===== src/rtl/aud_pkg.sv =====
`default_nettype none

package aud_pkg;

    // ##################################################################
    // Widths shared by the capture path and the memory side
    // ##################################################################

    localparam int SAMPLE_W = 16;
    localparam int ADDR_W   = 20;

    // One audio sample word, one word per sample in memory
    typedef struct packed {
        logic [SAMPLE_W-1:0] data;
    } sample_t;

    // One write toward the sample memory
    typedef struct packed {
        logic              valid;
        logic [ADDR_W-1:0] addr;
        sample_t           data;
    } mem_wr_t;

    // ##################################################################
    // Recorder control
    // ##################################################################

    typedef enum logic [1:0] {
        IDLE,
        REC,
        PAUSE,
        FINISH
    } rec_state_t;

    typedef struct packed {
        logic recording;
        logic paused;
        logic overrun;
    } status_t;

endpackage

`default_nettype wire


===== src/rtl/aud_capture_top.sv =====
`timescale 1ns/100ps
`default_nettype none

module aud_capture_top #(
    parameter int MAX_WORDS   = 1024000,
    parameter int FIFO_DEPTH  = 4,
    parameter int MAX_CREDITS = 4,
    parameter bit LEFT_LRC    = 1'b0
) (
    input  logic             i_clk,
    input  logic             i_rst_n,
    input  logic             i_lrc,
    input  logic             i_data,
    input  logic             i_start,
    input  logic             i_pause,
    input  logic             i_stop,
    input  logic             i_credit,
    output aud_pkg::mem_wr_t o_wr,
    output logic             o_finish,
    output aud_pkg::status_t o_status
);

    aud_pkg::sample_t left_sample, right_sample;
    aud_pkg::sample_t left_head, right_head;
    logic left_valid, right_valid;
    logic left_empty, right_empty;
    logic left_full, right_full;
    logic left_pop, right_pop;
    logic capture_en, limit, recording, paused, overrun;

    assign o_status = '{recording: recording, paused: paused, overrun: overrun};

    aud_rec_ctrl aud_rec_ctrl_i (
        .i_clk        (i_clk),
        .i_rst_n      (i_rst_n),
        .i_start      (i_start),
        .i_pause      (i_pause),
        .i_stop       (i_stop),
        .i_limit      (limit),
        .o_capture_en (capture_en),
        .o_finish     (o_finish),
        .o_recording  (recording),
        .o_paused     (paused)
    );

    // ##################################################################
    // Left and right capture paths
    // ##################################################################

    aud_channel_deser #(.LEFT_LRC(LEFT_LRC)) left_deser_i (
        .i_clk (i_clk), .i_rst_n (i_rst_n), .i_lrc (i_lrc), .i_data (i_data),
        .i_capture_en (capture_en), .o_sample (left_sample), .o_sample_valid (left_valid)
    );

    aud_channel_deser #(.LEFT_LRC(!LEFT_LRC)) right_deser_i (
        .i_clk (i_clk), .i_rst_n (i_rst_n), .i_lrc (i_lrc), .i_data (i_data),
        .i_capture_en (capture_en), .o_sample (right_sample), .o_sample_valid (right_valid)
    );

    aud_sample_fifo #(.DEPTH(FIFO_DEPTH)) left_fifo_i (
        .i_clk (i_clk), .i_rst_n (i_rst_n), .i_push (left_valid), .i_din (left_sample),
        .i_pop (left_pop), .o_dout (left_head), .o_empty (left_empty), .o_full (left_full)
    );

    aud_sample_fifo #(.DEPTH(FIFO_DEPTH)) right_fifo_i (
        .i_clk (i_clk), .i_rst_n (i_rst_n), .i_push (right_valid), .i_din (right_sample),
        .i_pop (right_pop), .o_dout (right_head), .o_empty (right_empty), .o_full (right_full)
    );

    aud_frame_writer #(.MAX_WORDS(MAX_WORDS), .MAX_CREDITS(MAX_CREDITS)) aud_frame_writer_i (
        .i_clk         (i_clk),
        .i_rst_n       (i_rst_n),
        .i_left        (left_head),
        .i_left_empty  (left_empty),
        .i_right       (right_head),
        .i_right_empty (right_empty),
        .i_left_drop   (left_valid && left_full),
        .i_right_drop  (right_valid && right_full),
        .i_credit      (i_credit),
        .o_left_pop    (left_pop),
        .o_right_pop   (right_pop),
        .o_wr          (o_wr),
        .o_limit       (limit),
        .o_overrun     (overrun)
    );

endmodule

`default_nettype wire


===== src/rtl/aud_channel_deser.sv =====
`timescale 1ns/100ps
`default_nettype none

module aud_channel_deser #(
    parameter bit LEFT_LRC = 1'b0
) (
    input  logic             i_clk,
    input  logic             i_rst_n,
    input  logic             i_lrc,
    input  logic             i_data,
    input  logic             i_capture_en,
    output aud_pkg::sample_t o_sample,
    output logic             o_sample_valid
);

    localparam int CNT_W = $clog2(aud_pkg::SAMPLE_W + 1);

    logic                         lrc_r;
    logic [CNT_W-1:0]             counter_r, counter_w;
    logic [aud_pkg::SAMPLE_W-1:0] shift_r, shift_w;
    logic                         valid_r, valid_w;

    assign o_sample.data  = shift_r;
    assign o_sample_valid = valid_r;

    always_comb begin
        counter_w = counter_r;
        shift_w   = shift_r;
        valid_w   = 1'b0;
        // The edge that first sees lrc at our level only arms the counter,
        // the MSB follows one bit clock later as usual for I2S
        if (i_lrc == LEFT_LRC && lrc_r != LEFT_LRC) begin
            counter_w = '0;
        end
        else if (counter_r != CNT_W'(aud_pkg::SAMPLE_W)) begin
            shift_w   = {shift_r[aud_pkg::SAMPLE_W-2:0], i_data};
            counter_w = counter_r + 1'b1;
            // Capture enable gates only the pulse, the sample still completes
            valid_w   = i_capture_en && (counter_r == CNT_W'(aud_pkg::SAMPLE_W - 1));
        end
    end

    always_ff @(posedge i_clk) begin
        if (i_rst_n) begin
            lrc_r     <= i_lrc;
            counter_r <= CNT_W'(aud_pkg::SAMPLE_W);
            valid_r   <= 1'b0;
        end
        else begin
            lrc_r     <= i_lrc;
            counter_r <= counter_w;
            valid_r   <= valid_w;
        end
    end

    always_ff @(posedge i_clk) begin
        shift_r <= shift_w;
    end

endmodule

`default_nettype wire


===== src/rtl/aud_frame_writer.sv =====
`timescale 1ns/100ps
`default_nettype none

module aud_frame_writer #(
    parameter int MAX_WORDS   = 1024000,
    parameter int MAX_CREDITS = 4
) (
    input  logic             i_clk,
    input  logic             i_rst_n,
    input  aud_pkg::sample_t i_left,
    input  logic             i_left_empty,
    input  aud_pkg::sample_t i_right,
    input  logic             i_right_empty,
    input  logic             i_left_drop,
    input  logic             i_right_drop,
    input  logic             i_credit,
    output logic             o_left_pop,
    output logic             o_right_pop,
    output aud_pkg::mem_wr_t o_wr,
    output logic             o_limit,
    output logic             o_overrun
);

    localparam int CRED_W = $clog2(MAX_CREDITS + 1);

    logic [CRED_W-1:0]          credit_r, credit_w;
    logic [aud_pkg::ADDR_W-1:0] address_r, address_w;
    logic                       next_ch_r, next_ch_w;
    logic                       overrun_r, overrun_w;
    aud_pkg::mem_wr_t           wr_r, wr_w;
    logic                       can_issue;
    logic                       pop;

    assign o_wr      = wr_r;
    assign o_limit   = (address_r == aud_pkg::ADDR_W'(MAX_WORDS));
    assign o_overrun = overrun_r;

    // ##################################################################
    // Issue: one word per pop, left then right, under credit
    // ##################################################################

    // A write still on o_wr has not given back its credit yet
    assign can_issue   = (credit_r > CRED_W'(wr_r.valid)) && !o_limit;
    assign o_left_pop  = can_issue && !next_ch_r && !i_left_empty;
    assign o_right_pop = can_issue && next_ch_r && !i_right_empty;
    assign pop         = o_left_pop || o_right_pop;

    always_comb begin
        address_w  = address_r;
        next_ch_w  = next_ch_r;
        wr_w.valid = pop;
        wr_w.addr  = address_r;
        wr_w.data  = next_ch_r ? i_right : i_left;
        if (pop) begin
            address_w = address_r + 1'b1;
            next_ch_w = !next_ch_r;
        end
        // Each write on o_wr takes one credit, each returned pulse gives one
        credit_w  = credit_r - CRED_W'(wr_r.valid) + CRED_W'(i_credit);
        overrun_w = overrun_r || i_left_drop || i_right_drop;
    end

    // ##################################################################
    // Registers
    // ##################################################################

    always_ff @(posedge i_clk) begin
        if (i_rst_n) begin
            credit_r   <= CRED_W'(MAX_CREDITS);
            address_r  <= '0;
            next_ch_r  <= 1'b0;
            overrun_r  <= 1'b0;
            wr_r.valid <= 1'b0;
        end
        else begin
            credit_r   <= credit_w;
            address_r  <= address_w;
            next_ch_r  <= next_ch_w;
            overrun_r  <= overrun_w;
            wr_r.valid <= wr_w.valid;
        end
    end

    always_ff @(posedge i_clk) begin
        wr_r.addr <= wr_w.addr;
        wr_r.data <= wr_w.data;
    end

endmodule

`default_nettype wire


===== src/rtl/aud_rec_ctrl.sv =====
`timescale 1ns/100ps
`default_nettype none

module aud_rec_ctrl (
    input  logic i_clk,
    input  logic i_rst_n,
    input  logic i_start,
    input  logic i_pause,
    input  logic i_stop,
    input  logic i_limit,
    output logic o_capture_en,
    output logic o_finish,
    output logic o_recording,
    output logic o_paused
);

    aud_pkg::rec_state_t state_r, state_w;
    logic start_r;

    // Samples are only accepted while actively recording
    assign o_capture_en = (state_r == aud_pkg::REC);
    assign o_finish     = (state_r == aud_pkg::FINISH);
    assign o_recording  = (state_r == aud_pkg::REC) || (state_r == aud_pkg::PAUSE);
    assign o_paused     = (state_r == aud_pkg::PAUSE);

    always_comb begin
        state_w = state_r;
        case (state_r)
            aud_pkg::IDLE: begin
                // The button starts recording when it is released
                if (!i_start && start_r) begin
                    state_w = aud_pkg::REC;
                end
            end
            aud_pkg::REC: begin
                if (i_stop || i_limit) begin
                    state_w = aud_pkg::FINISH;
                end
                else if (i_pause) begin
                    state_w = aud_pkg::PAUSE;
                end
            end
            aud_pkg::PAUSE: begin
                // Stop wins over a pause toggle in the same cycle
                if (i_stop || i_limit) begin
                    state_w = aud_pkg::FINISH;
                end
                else if (i_pause) begin
                    state_w = aud_pkg::REC;
                end
            end
            aud_pkg::FINISH: begin
                state_w = aud_pkg::IDLE;
            end
            default: begin
                state_w = aud_pkg::IDLE;
            end
        endcase
    end

    always_ff @(posedge i_clk) begin
        if (i_rst_n) begin
            state_r <= aud_pkg::IDLE;
            start_r <= 1'b0;
        end
        else begin
            state_r <= state_w;
            start_r <= i_start;
        end
    end

endmodule

`default_nettype wire


===== src/rtl/aud_sample_fifo.sv =====
`timescale 1ns/100ps
`default_nettype none

module aud_sample_fifo #(
    parameter int DEPTH = 4
) (
    input  logic             i_clk,
    input  logic             i_rst_n,
    input  logic             i_push,
    input  aud_pkg::sample_t i_din,
    input  logic             i_pop,
    output aud_pkg::sample_t o_dout,
    output logic             o_empty,
    output logic             o_full
);

    localparam int PTR_W = (DEPTH > 1) ? $clog2(DEPTH) : 1;
    localparam int CNT_W = $clog2(DEPTH + 1);

    aud_pkg::sample_t mem [DEPTH];
    logic [PTR_W-1:0] wr_ptr_r, rd_ptr_r;
    logic [CNT_W-1:0] count_r;
    logic             do_push, do_pop;

    assign o_empty = (count_r == '0);
    assign o_full  = (count_r == CNT_W'(DEPTH));
    assign o_dout  = mem[rd_ptr_r];

    // A push into a full FIFO is lost, a pop from an empty one does nothing
    assign do_push = i_push && !o_full;
    assign do_pop  = i_pop && !o_empty;

    always_ff @(posedge i_clk) begin
        if (do_push) begin
            mem[wr_ptr_r] <= i_din;
        end
    end

    always_ff @(posedge i_clk) begin
        if (i_rst_n) begin
            wr_ptr_r <= '0;
            rd_ptr_r <= '0;
            count_r  <= '0;
        end
        else begin
            if (do_push) begin
                wr_ptr_r <= (wr_ptr_r == PTR_W'(DEPTH - 1)) ? '0 : wr_ptr_r + 1'b1;
            end
            if (do_pop) begin
                rd_ptr_r <= (rd_ptr_r == PTR_W'(DEPTH - 1)) ? '0 : rd_ptr_r + 1'b1;
            end
            count_r <= count_r + CNT_W'(do_push) - CNT_W'(do_pop);
        end
    end

endmodule

`default_nettype wire


===== config.mk =====
export PLATFORM = sky130hd
export DESIGN_NAME = aud_capture_top
export DESIGN_NICKNAME = d
export VERILOG_FILES = /design/src/rtl/aud_pkg.sv /design/src/rtl/aud_capture_top.sv /design/src/rtl/aud_channel_deser.sv /design/src/rtl/aud_frame_writer.sv /design/src/rtl/aud_rec_ctrl.sv /design/src/rtl/aud_sample_fifo.sv
export SDC_FILE = /design/constraint.sdc
export NUM_CORES = 1
export LEC_CHECK = 0
export BUFFER_PORTS_ARGS = -buffer_cell sky130_fd_sc_hd__buf_2
export CAP_MARGIN = 10
export CORE_ASPECT_RATIO = 0.5
export CORE_MARGIN = 3
export CORE_UTILIZATION = 59
export DETAILED_ROUTE_END_ITERATION = 10
export PLACE_DENSITY = 0.77
export SLEW_MARGIN = 30
export SYNTH_ARGS = -nofsm -noshare
export SYNTH_HDL_FRONTEND = slang
export SYNTH_SLANG_ARGS = --single-unit

===== constraint.sdc =====
create_clock -name i_clk -period 7.4 [get_ports i_clk]
set_input_delay 0.37 -clock i_clk [delete_from_list [all_inputs] [get_ports i_clk]]
set_output_delay 0.37 -clock i_clk [all_outputs]
set_load 0.01 [all_outputs]

# After elaboration in Yosys (flattened, before gate mapping)
# Memories as Yosys holds them, arrays and structs flattened. A register that Yosys moved wholly into a read port is not among the register bits.
# Index checks and enable logic that the tools add are counted.
[op_classes]
n_eq_ne = 17
n_reduce_logical = 40
add_sub_neg = 13
n_lt_le_gt_ge = 1
muxes = 23
bitwise = 6
[op_table]
columns = ["op", "n"]
rows = [
  ["2-to-1 mux 2 bit", 13],
  ["adder 20 x 1 -> 20 bit (second input constant)", 1],
  ["== test 20 bit (second input constant)", 1],
  ["2-to-1 mux 5 bit", 4],
  ["logical AND 1 bit", 16],
  ["2-to-1 mux 16 bit", 1],
  ["== test 2 bit (second input constant)", 6],
  ["adder 5 x 1 -> 5 bit (second input constant)", 2],
  ["== test 5 x 4 -> 1 bit (second input constant)", 2],
  ["inequality test 5 bit (second input constant)", 2],
  ["adder 3 x 1 -> 3 bit", 3],
  ["subtractor 3 x 1 -> 3 bit", 3],
  ["adder 2 x 1 -> 2 bit (second input constant)", 4],
  ["case mux 2 bit (4 select lines)", 1],
  ["zero test 1 bit", 7],
  ["== test 3 bit (second input constant)", 2],
  ["zero test 3 bit", 2],
  ["inequality test 3 bit (second input constant)", 2],
  ["inverter 1 bit", 6],
  ["OR reduction 3 bit", 2],
  ["logical OR 1 bit", 5],
  ["2-to-1 mux 1 bit", 4],
  ["AND reduction 2 bit", 2],
  ["nonzero test 2 bit", 2],
  ["6 further kinds", 7],
]
[word_totals]
inputBits = 8
output_inout_bits = 41
mem_count = 2
ff_bits = 124
mem_bits_rw = 128
wordCells = 126
[memory_table]
columns = ["memory", "depth", "width", "read_ports", "rd_ports_with_merged_regs", "wr", "line_no", "source"]
rows = [
  ["left_fifo_i.mem", 4, 16, 1, 1, 1, "aud_sample_fifo.sv:20", "aud_pkg::sample_t mem [DEPTH];"],
  ["right_fifo_i.mem", 4, 16, 1, 1, 1, "aud_sample_fifo.sv:20", ""],
]

# Logic depth before layout (Yosys ltp)
# Gate-level depths: netlist of the first run.
[depth]
ltp_word = 8
depth_mapped = 14
mapped_depth_nobuf = 13

# Modules after synthesis
# Synthesis of the first run repeated with hierarchy kept, for this count alone.
[hier_totals]
cells_unflattened = 590
hier_area_um2 = 9680.5
[modules_own_cells]
columns = ["module", "seq_area_each_um2", "n_inst", "area_each_um2", "cells_each"]
rows = [
  ["aud_sample_fifo", 2102.0, 2, 2793.9, 134],
  ["aud_frame_writer", 1241.2, 1, 2213.4, 199],
  ["aud_channel_deser", 620.6, 2, 797.0, 47],
  ["aud_rec_ctrl", 60.1, 1, 250.2, 24],
  ["aud_capture_top", 0.0, 1, 35.0, 5],
]

# Worst setup path after synthesis of the first run
# Ideal clock, no wire load.
[synth_path]
path_kind = "register -> register"
start = "register aud_frame_writer_i.address_r[0] (netlist name)"
end = "register right_fifo_i.count_r[2]"
arrival_ns = 2.664
n_path_buf = 1
path_stages_with_launch = 15
setup_slack_ns = 4.608
cell_sequence = "dfxtp_1 -> inv_1 -> ha_1 -> nand3b_1 -> or2_2 -> clkbuf_1 -> o211ai_1 -> inv_1 -> ha_1 -> inv_1 -> ha_1 -> fa_1 -> xnor2_1 -> xnor2_1 -> nor2_1"
[synth_via]
elab_chain_len = 7
[synth_rtl]
columns = ["item", "line_no", "source"]
rows = [
  ["from (decl)", "aud_frame_writer.sv:27", "logic [aud_pkg::ADDR_W-1:0] address_r, address_w;"],
  ["from (signal assigned)", "aud_frame_writer.sv:77", "address_r <= address_w;"],
  ["== test 20 bit", "aud_frame_writer.sv:35", "assign o_limit = (address_r == aud_pkg::ADDR_W'(MAX_WORDS));"],
  ["zero test 1 bit", "aud_frame_writer.sv:43", "assign can_issue = (credit_r > CRED_W'(wr_r.valid)) && !o_limit;"],
  ["logical AND 1 bit", "aud_frame_writer.sv:43", ""],
  ["logical AND 1 bit (2 in series)", "aud_frame_writer.sv:45", "assign o_right_pop = can_issue && next_ch_r && !i_right_empty;"],
  ["logical AND 1 bit", "aud_sample_fifo.sv:31", "assign do_pop = i_pop && !o_empty;"],
  ["subtractor 3 x 1 -> 3 bit", "aud_sample_fifo.sv:52", "count_r <= count_r + CNT_W'(do_push) - CNT_W'(do_pop);"],
  ["to (signal assigned)", "aud_sample_fifo.sv:52", ""],
  ["to (decl)", "aud_sample_fifo.sv:22", "logic [CNT_W-1:0] count_r;"],
]
# No other way between the ends.
# A chain may end at the register's enable or synchronous reset.

# Worst setup path after layout of the first run
[layout_path]
start = "register aud_frame_writer_i.address_r[2] (netlist name)"
end = "register right_fifo_i.count_r[2]"
# The elaborated chain is that of the path after synthesis.

==> summary.md, run 1 <==
| Metric | Value |
|---|---|
| RSZ-0062 raised after global routing | no |
| Io pins | 49 |
| Cell accounting for the most synthesized area | edfxtp_1 |
| Final Max Tran Viols | 0 |
| Reg-to-reg slack, setup | 4.34 ns |
| Critical Path End Type | register |
| Clock skew | approximately 0.022 ns |
| Synth top cells by count | 160 x edfxtp_1, 96 x dfxtp_1, 40 x nor2_1, 32 x inv_1, 32 x mux4_2 |
| Max Fclk | approximately 0.33 GHz |
| Sum of negative setup slack | 0 ns |
| MaxCap Viol Count | 0 |
| FF-to-FF End | right_fifo_i.count_r[2] |
| Post-CTS Setup Repair Bufs | 0 |
| Worst-path clk slew | 0.07 ns |
| Number of port buffers | 48 |
| Synth Instances | 611 |
| Least-Margin Pin Slew | roughly 0.91 ns |
| Path depth of the worst reg2reg path | 11 |
| Status | complete, no violations |
| Pleak | 3.89 nW |
| Site Rows | 32 |
| CTS tree | built |
| Yosys top cell area share | 0.498 |
| WL/cell | 18.9 um |
| Final period utilization | 0.413 |
| DRC viols | 0 |
| Hold Path Stages | 1 |
| Starting Density | 0.615 |
| Initial antenna violation count | 0 |
| Share of layout cells above drive strength 1 | 0.210 |
| Pin count of the biggest net entering global routing | 58 |
| Setup CP Type | register to register |
| Final hold vios | 0 |
| HPWL after DPL | 10.3 mm |
| Final period demand of the worst path | 3.06 ns |
| Worst reg2reg startpoint | aud_frame_writer_i.address_r[2] |
| Vias in the first global route | 5046 |
| Overall Global Routing Usage | 0.191 |
| # fillers | 1069 |
| Cts hold-fix bufs | 1 |
| Power per standard cell area | 324 nW/um^2 |
| Worst hold slack | 0.0858 ns |
| Syn_nets | ~650 |
| CP Launch Type | register |
| Seq/Total Area, Yosys | 0.697 |
| Area growth, synth to finish | 12.3% |
| Critical path data arrival time | 3.42 ns |
| Layout net count | 706 |
| DRT iter0 DRCs | slightly above 400 |
| Skew-Pair Late Insertion Delay | 0.51 ns |
| Worst Hold End | right_deser_i.o_sample[0] |
| Num CTS Buffers | 22 |
| Synth Register Bits | 256 |
| Top-count cell post-synth | edfxtp_1 |
| Setup violators final | 0 |
| Synth top area cells | edfxtp_1 50%, dfxtp_1 20%, mux4_2 7.5%, ha_1 3.9%, mux2_2 1.9% |
| H-tree Lvls | 1 |
| Max Buffers Root-to-Sink | 3 |
| DIE AREA | 18000 um^2 |
| Final Wtd Congestion | around 0.79 |
| Mapped Area | 9650 um^2 |
| HP Class | primary input to register |
| Req. time, crit path | between 7 and 8 ns |
| Syn Area/Cell | 15.8 um^2 |
| Ys flop type | edfxtp_1 |
| Core ar. | 15700 um^2 |
| Root Buffer Master | clkbuf_16 |
| Antenna-violating nets left | 0 |
| Total Wirelength | 17.1 mm |
| VDD IR max | 0.000183 V |
| Post-synthesis async set-or-reset flop share | 0 |
| Die Wd | 187 um |
| Cts repair resizes | 0 |
| HP Start | i_data |
| Vias per inst | ~5.6 |
| # clock sinks | ~260 |
| Ant diodes | 0 |
| Global route overflow | 0 |
| Critical Path Fanout Max | 11 |
| Die H | 96.4 um |
| EDFF count, synth | 160 |
| First-pass GRT wire length | 27.0 mm |
| Vias | roughly 5100 |
| Ys Warns | 0 |
| Rel. slew slack | 0.394 |
| Initial DRT Pass Iterations | 6 |
| Post-synth cell types | 49 |
[how the worst max path moves through the flow]
stage / start / to / slack (ns) / cells past startpoint
after floorplan: aud_frame_writer_i.address_r[0] / right_fifo_i.count_r[2] / 4.61 / 14
after global placement: aud_frame_writer_i.address_r[2] / right_fifo_i.count_r[2] / 4.54 / 11
after detailed placement: aud_frame_writer_i.address_r[2] / right_fifo_i.count_r[2] / 4.41 / 11
after CTS: aud_frame_writer_i.address_r[2] / right_fifo_i.count_r[2] / 4.32 / 11
after global routing: aud_frame_writer_i.address_r[2] / right_fifo_i.count_r[2] / 4.09 / 11
final: aud_frame_writer_i.address_r[2] / right_fifo_i.count_r[2] / 4.34 / 11
[logic make-up after synthesis]
kind of cell | after synthesis | share of synthesized area
AOI/OAI and AO/OA | 40 | 0.0271
xor gates and xnor gates | 18 | 0.0163
adders and majority gates | 33 | 0.0451
buffers and inverters | 55 | 0.0240
DFF | 256 | 0.697
muxes | 61 | 0.107
and+or+nand+nor | 148 | 0.0833
[metrics by stage]
stage	instances	utilization	setup slack, ns	cell area, um^2	power, mW
finish	902	0.691	4.34	10800	3.52
global route	902	0.691	4.09	10800	3.67
CTS	902	0.690	4.32	10800	3.54
detailed placement	861	0.643	4.41	10100	2.38
global placement	861	0.643	4.54	10100	2.36
floorplan	611	-	4.61	9650	2.20
[layout make-up]
class / instances / area, um^2 / share of cell area
flip-flops and latches: 256 / 6730 / 0.620
multi-input cells: 300 / 2700 / 0.249
clock buffers: 32 / 639 / 0.0590
repair buffers: 53 / 283 / 0.0261
well taps: 221 / 277 / 0.0255
inverters: 32 / 120 / 0.0111
clock inverters: 8 / 95.1 / 0.00877
[cell usage in the layout (no fill, tap or decap), types with 3 or more instances in the layout]
cell type  count
a21oi_1       14
and2_1        10
and3_1         3
and4_1         3
buf_2         47
buf_4          5
clkbuf_1       6
clkbuf_16     23
clkbuf_8       3
clkinv_2       3
dfxtp_1       95
edfxtp_1     160
fa_1           3
ha_1          30
inv_1         32
mux2_1         4
mux2_2        16
mux2i_1        9
mux4_2        32
nand2_1       11
nand3_1       15
nand4_1        8
nor2_1        40
nor2b_1       13
nor3_1        13
nor4_1         7
nor4b_1        4
o21ai_0        6
o21bai_1       3
o31ai_1        7
or3_1          5
or4_1          6
xnor2_1        9
xor2_1         9
[flip-flops by register name, indices dropped and copies added (netlist names), named ones only]
register / flops
right_deser_i.o_sample: 16
aud_frame_writer_i.address_r: 20
left_deser_i.o_sample: 16
aud_rec_ctrl_i.state_r: 2
right_deser_i.o_sample_valid: 1
right_fifo_i.count_r: 3
left_fifo_i.rd_ptr_r: 2
left_deser_i.o_sample_valid: 1
aud_frame_writer_i.o_overrun: 1
aud_frame_writer_i.o_wr: 37
left_fifo_i.wr_ptr_r: 2
right_fifo_i.wr_ptr_r: 2
right_deser_i.counter_r: 5
right_deser_i.lrc_r: 1
left_fifo_i.mem: 64
aud_frame_writer_i.next_ch_r: 1
aud_rec_ctrl_i.start_r: 1
left_fifo_i.count_r: 3
right_fifo_i.rd_ptr_r: 2
right_fifo_i.mem: 64
aud_frame_writer_i.credit_r: 3
left_deser_i.counter_r: 5
[worst max-delay path, stage by stage (launching register included)]
cell and delay, ns:
dfxtp_1 0.43, nor4b_1 0.37, nand3_1 0.30, o211ai_1 0.41, inv_1 0.08, ha_1 0.27, inv_1 0.04, ha_1 0.20
fa_1 0.42, xnor2_1 0.20, xnor2_1 0.15, nor2_1 0.06
[metal layers]
layer / wire length [um] / GRT usage / vias up
li1: - / - / 2393
met1: 7620 / 0.259 / 2505
met2: 8350 / 0.337 / 139
met3: 830 / 0.0342 / 28
met4: 268 / 0.0371 / 0
met5: 0 / 0 / -
[power breakdown]
part           total, mW  switching [mW]  internal (mW)
clock network       1.17           0.496          0.673
registers           1.77           0.106           1.66
logic              0.582           0.303          0.279
Power figures use the tool's default switching activity.
==> inputs of run 2 (changes only) <==
--- a/config.mk
+++ b/config.mk
@@ -9,9 +9,9 @@
 export CAP_MARGIN = 10
 export CORE_ASPECT_RATIO = 0.5
 export CORE_MARGIN = 3
-export CORE_UTILIZATION = 59
+export CORE_UTILIZATION = 54
 export DETAILED_ROUTE_END_ITERATION = 10
-export PLACE_DENSITY = 0.77
+export PLACE_DENSITY = 0.74
 export SLEW_MARGIN = 30
 export SYNTH_ARGS = -nofsm -noshare
 export SYNTH_HDL_FRONTEND = slang
==> constraint.sdc (replaced) <==
create_clock -name i_clk -period 2.75 [get_ports i_clk]
set_input_delay 0.1375 -clock i_clk [delete_from_list [all_inputs] [get_ports i_clk]]
set_output_delay 0.1375 -clock i_clk [all_outputs]
set_load 0.01 [all_outputs]
==> summary.md, run 2 (synthesized netlist as in run 1, its figures left out) <==
| Metric | Value |
|---|---|
| Area of the multi-input gates | approximately 2700 um^2 |
| Root Buffer Master | clkbuf_16 |
| Reg-to-reg slack, setup | roughly 0.13 ns |
| DRC viols | 0 |
| Vias in the first global route | 5229 |
| Max Buffers Root-to-Sink | 3 |
| Critical path's largest stage delay | ~0.36 ns |
| Site Rows | 33 |
| Final Max Tran Viols | 0 |
| CTS tree | built |
| Final hold vios | 0 |
| Worst-path cell chain | inv_1 -> ha_1 -> nand3b_1 -> or2_2 -> o211ai_1 -> inv_1 -> ha_1 -> inv_1 -> ha_1 -> fa_2 -> xnor2_2 -> xnor2_1 -> nor2_1 |
| VDD IR max | 0.000527 V |
| Worst hold slack | 0.0952 ns |
| Reg area | 6730 um^2 |
| Overall Global Routing Usage | 0.174 |
| Crit path launch | aud_frame_writer_i.address_r[0] |
| Critical Path End Type | register |
| Status | complete, no violations |
| Initial DRT Pass Iterations | 4 |
| DRT iter0 DRCs | ~220 |
| HPWL after DPL | between 10 and 15 mm |
| Final Wtd Congestion | 0.843 |
| HP Start | i_pause |
| Most common cell after layout, fill and taps aside | edfxtp_1 |
| Util after Layout | 0.659 |
| CP Launch Type | register |
| Antenna-violating nets left | 0 |
| Final period utilization | 0.952 |
| Die Wd | 195 um |
| Max Fclk | around 0.38 GHz |
| Share of layout cells above drive strength 1 | 0.246 |
| Area growth, synth to finish | 15.5% |
| Starting Density | 0.570 |
| # clock sinks | 256 |
| WL/cell | 17.5 um |
| Total Power | 9.49 mW |
| Req. time, crit path | 3.14 ns |
| Layout net count | 745 |
| Core ar. | 16900 um^2 |
| Final period demand of the worst path | 2.62 ns |
| Setup CP Type | register to register |
| MaxCap Viol Count | 0 |
| # fillers | 1194 |
| DIE AREA | 19600 um^2 |
| Initial antenna violation count | 0 |
| Worst Hold End | aud_rec_ctrl_i.state_r[1] |
| Skew-Pair Late Insertion Delay | approximately 0.50 ns |
| FF-to-FF End | right_fifo_i.count_r[2] |
| Die H | approximately 100 um |
| Ant diodes | 0 |
| Global route overflow | 0 |
| Num CTS Buffers | 22 |
| Setup violators final | 0 |
| Worst reg2reg startpoint | aud_frame_writer_i.address_r[0] |
| Pleak | 4.09 nW |
| HP Class | primary input to register |
| Critical path's slowest cell | fa_2 |
| Worst-path clk slew | around 0.070 ns |
| Pin count of the biggest net entering global routing | 35 |
| Least-Margin Pin Slew | 0.825 ns |
| Rel. slew slack | 0.449 |
| Path depth of the worst reg2reg path | 13 |
| Sum of negative setup slack | 0 ns |
| Vias per inst | 5.39 |
| Commonest cells after routing, fill and taps aside | 160 x edfxtp_1, 96 x dfxtp_1, 48 x buf_2 |
| Io pins | 49 |
| Number of port buffers | 48 |
| Vias | 5109 |
| H-tree Lvls | 1 |
| Total Wirelength | 16.5 mm |
| Power per standard cell area | 851 nW/um^2 |
| Critical path data arrival time | around 3 ns |
| First-pass GRT wire length | 27.3 mm |
| Critical Path Fanout Max | 3 |
| Hold Path Stages | 4 |
| Clock skew | 0.0148 ns |
==> run 2: what timing repair did <==
| item | 4_1_cts | 5_1_grt |
|---|---|---|
| hold buffers | 4 | 0 |
| setup buffers | 0 | 2 |
| resized for setup | 0 | 2 |
| setup endpoints to repair | 0 | 2 |
| endpoints found under the hold margin | 6 | 0 |
==> run 2: per-layer routing <==
metal / GRT usage / part of all wire
met2: 0.291 / 0.48
met4: 0.0367 / 0.013
met5: 0 / 0
met3: 0.0334 / 0.042
met1: 0.244 / 0.46
==> run 2: cell type report <==
cell class,count,area share
clock buffer,35,0.0585
clock inverter,5,0.00673
inverter,32,0.0108
multi-input combinational,300,0.243
sequential,256,0.603
tap,227,0.0255
timing repair buffer,92,0.0521
==> run 2: through the flow <==
stage          cell area [um^2]  std cells  setup WS (ns)
5_1_grt                   11100        947       -0.00499
3_5_place_dp              10400        901          0.125
6_report                  11100        947          0.131
2_1_floorplan              9670        611         0.0164
4_1_cts                   11100        945          0.103
3_3_place_gp              10400        901          0.229
==> run 2: critical path, delay by kind of cell, from the launching register on <==
kind | cells | cell delay (ns)
AOI/OAI and AO/OA | 1 | 0.24
xor gates and xnor gates | 2 | 0.31
adders and majority gates | 4 | 0.97
buffers and inverters | 3 | 0.18
DFF | 1 | 0.31
and+or+nand+nor | 3 | 0.51
==> run 2: report_power, final <==
group          switching [mW]  leakage (nW)  internal [mW]  total [mW]
logic                   0.888          1.50          0.829        1.72
clock network            1.27         0.355           1.82        3.09
registers               0.214          2.23           4.47        4.68
==> run 2: worst max path at each step <==
stage / slack (ns) / cells after the start / endpoint
after floorplan: 0.02 / 14 / right_fifo_i.count_r[2]
after global routing: -0.005 / 13 / right_fifo_i.count_r[2]
after global placement: 0.23 / 13 / right_fifo_i.count_r[2]
final: 0.13 / 13 / right_fifo_i.count_r[2]
after detailed placement: 0.13 / 13 / right_fifo_i.count_r[2]
after CTS: 0.10 / 13 / right_fifo_i.count_r[2]
==> inputs of run 3 (changes only) <==
--- a/config.mk
+++ b/config.mk
@@ -9,10 +9,11 @@
 export CAP_MARGIN = 10
 export CORE_ASPECT_RATIO = 0.5
 export CORE_MARGIN = 3
-export CORE_UTILIZATION = 54
+export CORE_UTILIZATION = 55
 export DETAILED_ROUTE_END_ITERATION = 10
-export PLACE_DENSITY = 0.74
+export PLACE_DENSITY = 0.76
 export SLEW_MARGIN = 30
 export SYNTH_ARGS = -nofsm -noshare
 export SYNTH_HDL_FRONTEND = slang
+export SYNTH_HIERARCHICAL = 1
 export SYNTH_SLANG_ARGS = --single-unit
==> summary.md, run 3 <==
| Metric | Value |
|---|---|
| DRT iter0 DRCs | 333 |
| Initial antenna violation count | 1 |
| Initial DRT Pass Iterations | 4 |
| First-pass GRT wire length | approximately 27 mm |
| Top-count cell post-synth | edfxtp_1 |
| CP Launch Type | register |
| Synth top area cells | edfxtp_1 50%, dfxtp_1 20%, mux4_2 7.4%, ha_1 3.9%, mux2_2 2.0% |
| Final Non-Filler Cells | 931 |
| Global route overflow | 0 |
| Ant diodes | 0 |
| EDFF count, synth | 160 |
| HPWL after DPL | between 10 and 15 mm |
| Ys flop type | edfxtp_1 |
| Seq/Total Area, Yosys | 0.697 |
| Place WS | -0.508 ns |
| Most used cell, CP | inv_2 |
| Syn_nets | 631 |
| Critical path's slowest cell | or4_4 |
| Number of port buffers | 48 |
| Max Buffers Root-to-Sink | 3 |
| Layout net count | 729 |
| Core ar. | 16800 um^2 |
| Final Wtd Congestion | 0.757 |
| Critical path data arrival time | 3.52 ns |
| Pin count of the biggest net entering global routing | 55 |
| Critical Path End Type | register |
| Vias | 4952 |
| Setup CP Type | register to register |
| Final hold vios | 0 |
| Worst hold slack | roughly 0.11 ns |
| Worst-path clk slew | ~0.070 ns |
| Io pins | 49 |
| # fillers | 1146 |
| Comb pwr share | 0.043 |
| RSZ-0062 raised after global routing | yes |
| P_int | 6.22 mW |
| DRC viols | 0 |
| Rel. slew slack | 0.476 |
| Pleak | 4.14 nW |
| Ys Warns | 6 |
| Area growth, synth to finish | 16.1% |
| Final Max Tran Viols | 0 |
| DIE AREA | 19300 um^2 |
| Setup slack after layout | -0.397 ns |
| Worst-path cell chain | or4b_1 -> or4_4 -> o21ai_4 -> or3_4 -> inv_2 -> o31ai_4 -> inv_1 -> ha_1 -> inv_2 -> ha_4 -> fa_2 -> xnor2_2 -> xnor2_1 -> nor2_1 |
| Total Wirelength | 16.4 mm |
| Failing checks | negative setup slack |
| Final period utilization | 1.14 |
| HP Class | primary input to register |
| Site Rows | 33 |
| Synth Register Bits | 257 |
| Antenna-violating nets left | 0 |
| Setup violators final | 4 |
| Most common cell after layout, fill and taps aside | edfxtp_1 |
| Net Sw Frac | 0.207 |
| Commonest cells after routing, fill and taps aside | 160 x edfxtp_1, 95 x dfxtp_1, 47 x buf_2 |
| Syn Area/Cell | 16.4 um^2 |
| Final period demand of the worst path | 3.15 ns |
| Overall Global Routing Usage | 0.175 |
| Share of layout cells above drive strength 1 | 0.307 |
| Vias in the first global route | 5077 |
| H-tree Lvls | 1 |
| Synth top cells by count | 160 x edfxtp_1, 97 x dfxtp_1, 35 x inv_1, 33 x nor2_1, 32 x mux4_2 |
| WL/cell | approximately 18 um |
| Clock network fraction of total power | 0.401 |
| Critical path's largest stage delay | approximately 0.57 ns |
| Clock skew | 0.00825 ns |
| Skew-Pair Late Insertion Delay | about 0.5 ns |
| MaxCap Viol Count | 0 |
| Num CTS Buffers | 22 |
| Yosys top cell area share | 0.496 |
| Util after Layout | 0.669 |
| Post-synthesis async set-or-reset flop share | 0 |
| Die H | 99.8 um |
| Critical Path Fanout Max | 3 |
| Psw | 1.62 mW |
| Placed Instances | between 800 and 900 |
| VDD IR max | 0.000405 V |
| Cell accounting for the most synthesized area | edfxtp_1 |
| Req. time, crit path | 3.12 ns |
| Vias per inst | between 5 and 6 |
| CTS tree | built |
| Part of the power in registers | 0.557 |
| Status | finished, violations left |
| Root Buffer Master | clkbuf_16 |
| Mapped Area | a little under 10000 um^2 |
| Least-Margin Pin Slew | between 0.7 and 0.8 ns |
| # clock sinks | 257 |
| Starting Density | 0.576 |
| Post-synth cell types | 58 |
| Max Fclk | roughly 0.32 GHz |
| Power per standard cell area | about 700 nW/um^2 |
| Synth Instances | 590 |
| Die Wd | 194 um |
run 3: path summary, 6_finish.rpt:
path	startpoint	end	slack [ns]	cells after the start
max	aud_frame_writer_i/address_r[5]	left_fifo_i/count_r[2]	-0.40	14
min	i_pause	aud_rec_ctrl_i/state_r[1]	0.11	4
max reg2reg	aud_frame_writer_i/address_r[5]	left_fifo_i/count_r[2]	-0.40	14
min reg2reg	aud_frame_writer_i/address_r[14]	aud_frame_writer_i/o_wr[30]	0.41	0
run 3: routing by layer:
layer / track usage / part of all wire / up-vias
met5: 0 / 0 / -
met4: 0.0478 / 0.023 / 0
met3: 0.0359 / 0.056 / 28
met2: 0.285 / 0.47 / 119
met1: 0.245 / 0.45 / 2422
li1: - / - / 2383
run 3: what timing repair did:
action	CTS	global route
setup endpoints to repair	5	6
hold endpoints to repair	7	0
setup buffers	1	3
cloned	0	0
pin swaps	9	3
gates resized for setup	2	3
hold buffers	4	0
run 3: power by group through the flow:
stage                     sequential [mW]  clock [mW]  combinational, mW
after floorplan                      4.41           0              0.250
after global placement               4.44           0              0.322
after detailed placement             4.45           0              0.334
after CTS                            4.37        3.20              0.343
after global routing                 4.38        3.38              0.380
final                                4.37        3.14              0.334
run 3: stage by stage:
step	setup TNS, ns	total power [mW]	instance area [um^2]
2_1_floorplan	-1.17	4.66	9730
3_3_place_gp	-1.20	4.76	10400
3_5_place_dp	-1.49	4.78	10400
4_1_cts	-1.36	7.91	11200
5_1_grt	-1.84	8.14	11200
6_report	-1.23	7.84	11200
run 3: logic make-up (layout without fill, tap and decap cells):
logic type | Yosys count | after routing | synth area share
flops | 257 | 257 | 0.697
simple gates | 137 | 137 | 0.0850
mux | 55 | 55 | 0.100
buf+inv | 53 | 167 | 0.0246
fa+ha+maj | 33 | 33 | 0.0450
xor+xnor | 28 | 28 | 0.0253
compound gates | 27 | 27 | 0.0227
run 3: final cells by class:
class,count,area (um^2),area share
clock buffers,27,591,0.0525
clock inverters,13,141,0.0126
inverters,35,131,0.0117
multi-input cells,280,2760,0.246
flip-flops and latches,257,6750,0.600
well taps,227,284,0.0253
repair buffers,92,583,0.0519
run 3: worst max-delay path, delay by kind of cell (launching register included):
family / cells / cell delay, ns
fa+ha+maj: 3 / 0.78
xor+xnor: 2 / 0.27
buf+inv: 3 / 0.15
compound gates: 2 / 0.21
simple gates: 4 / 1.28
flops: 1 / 0.32
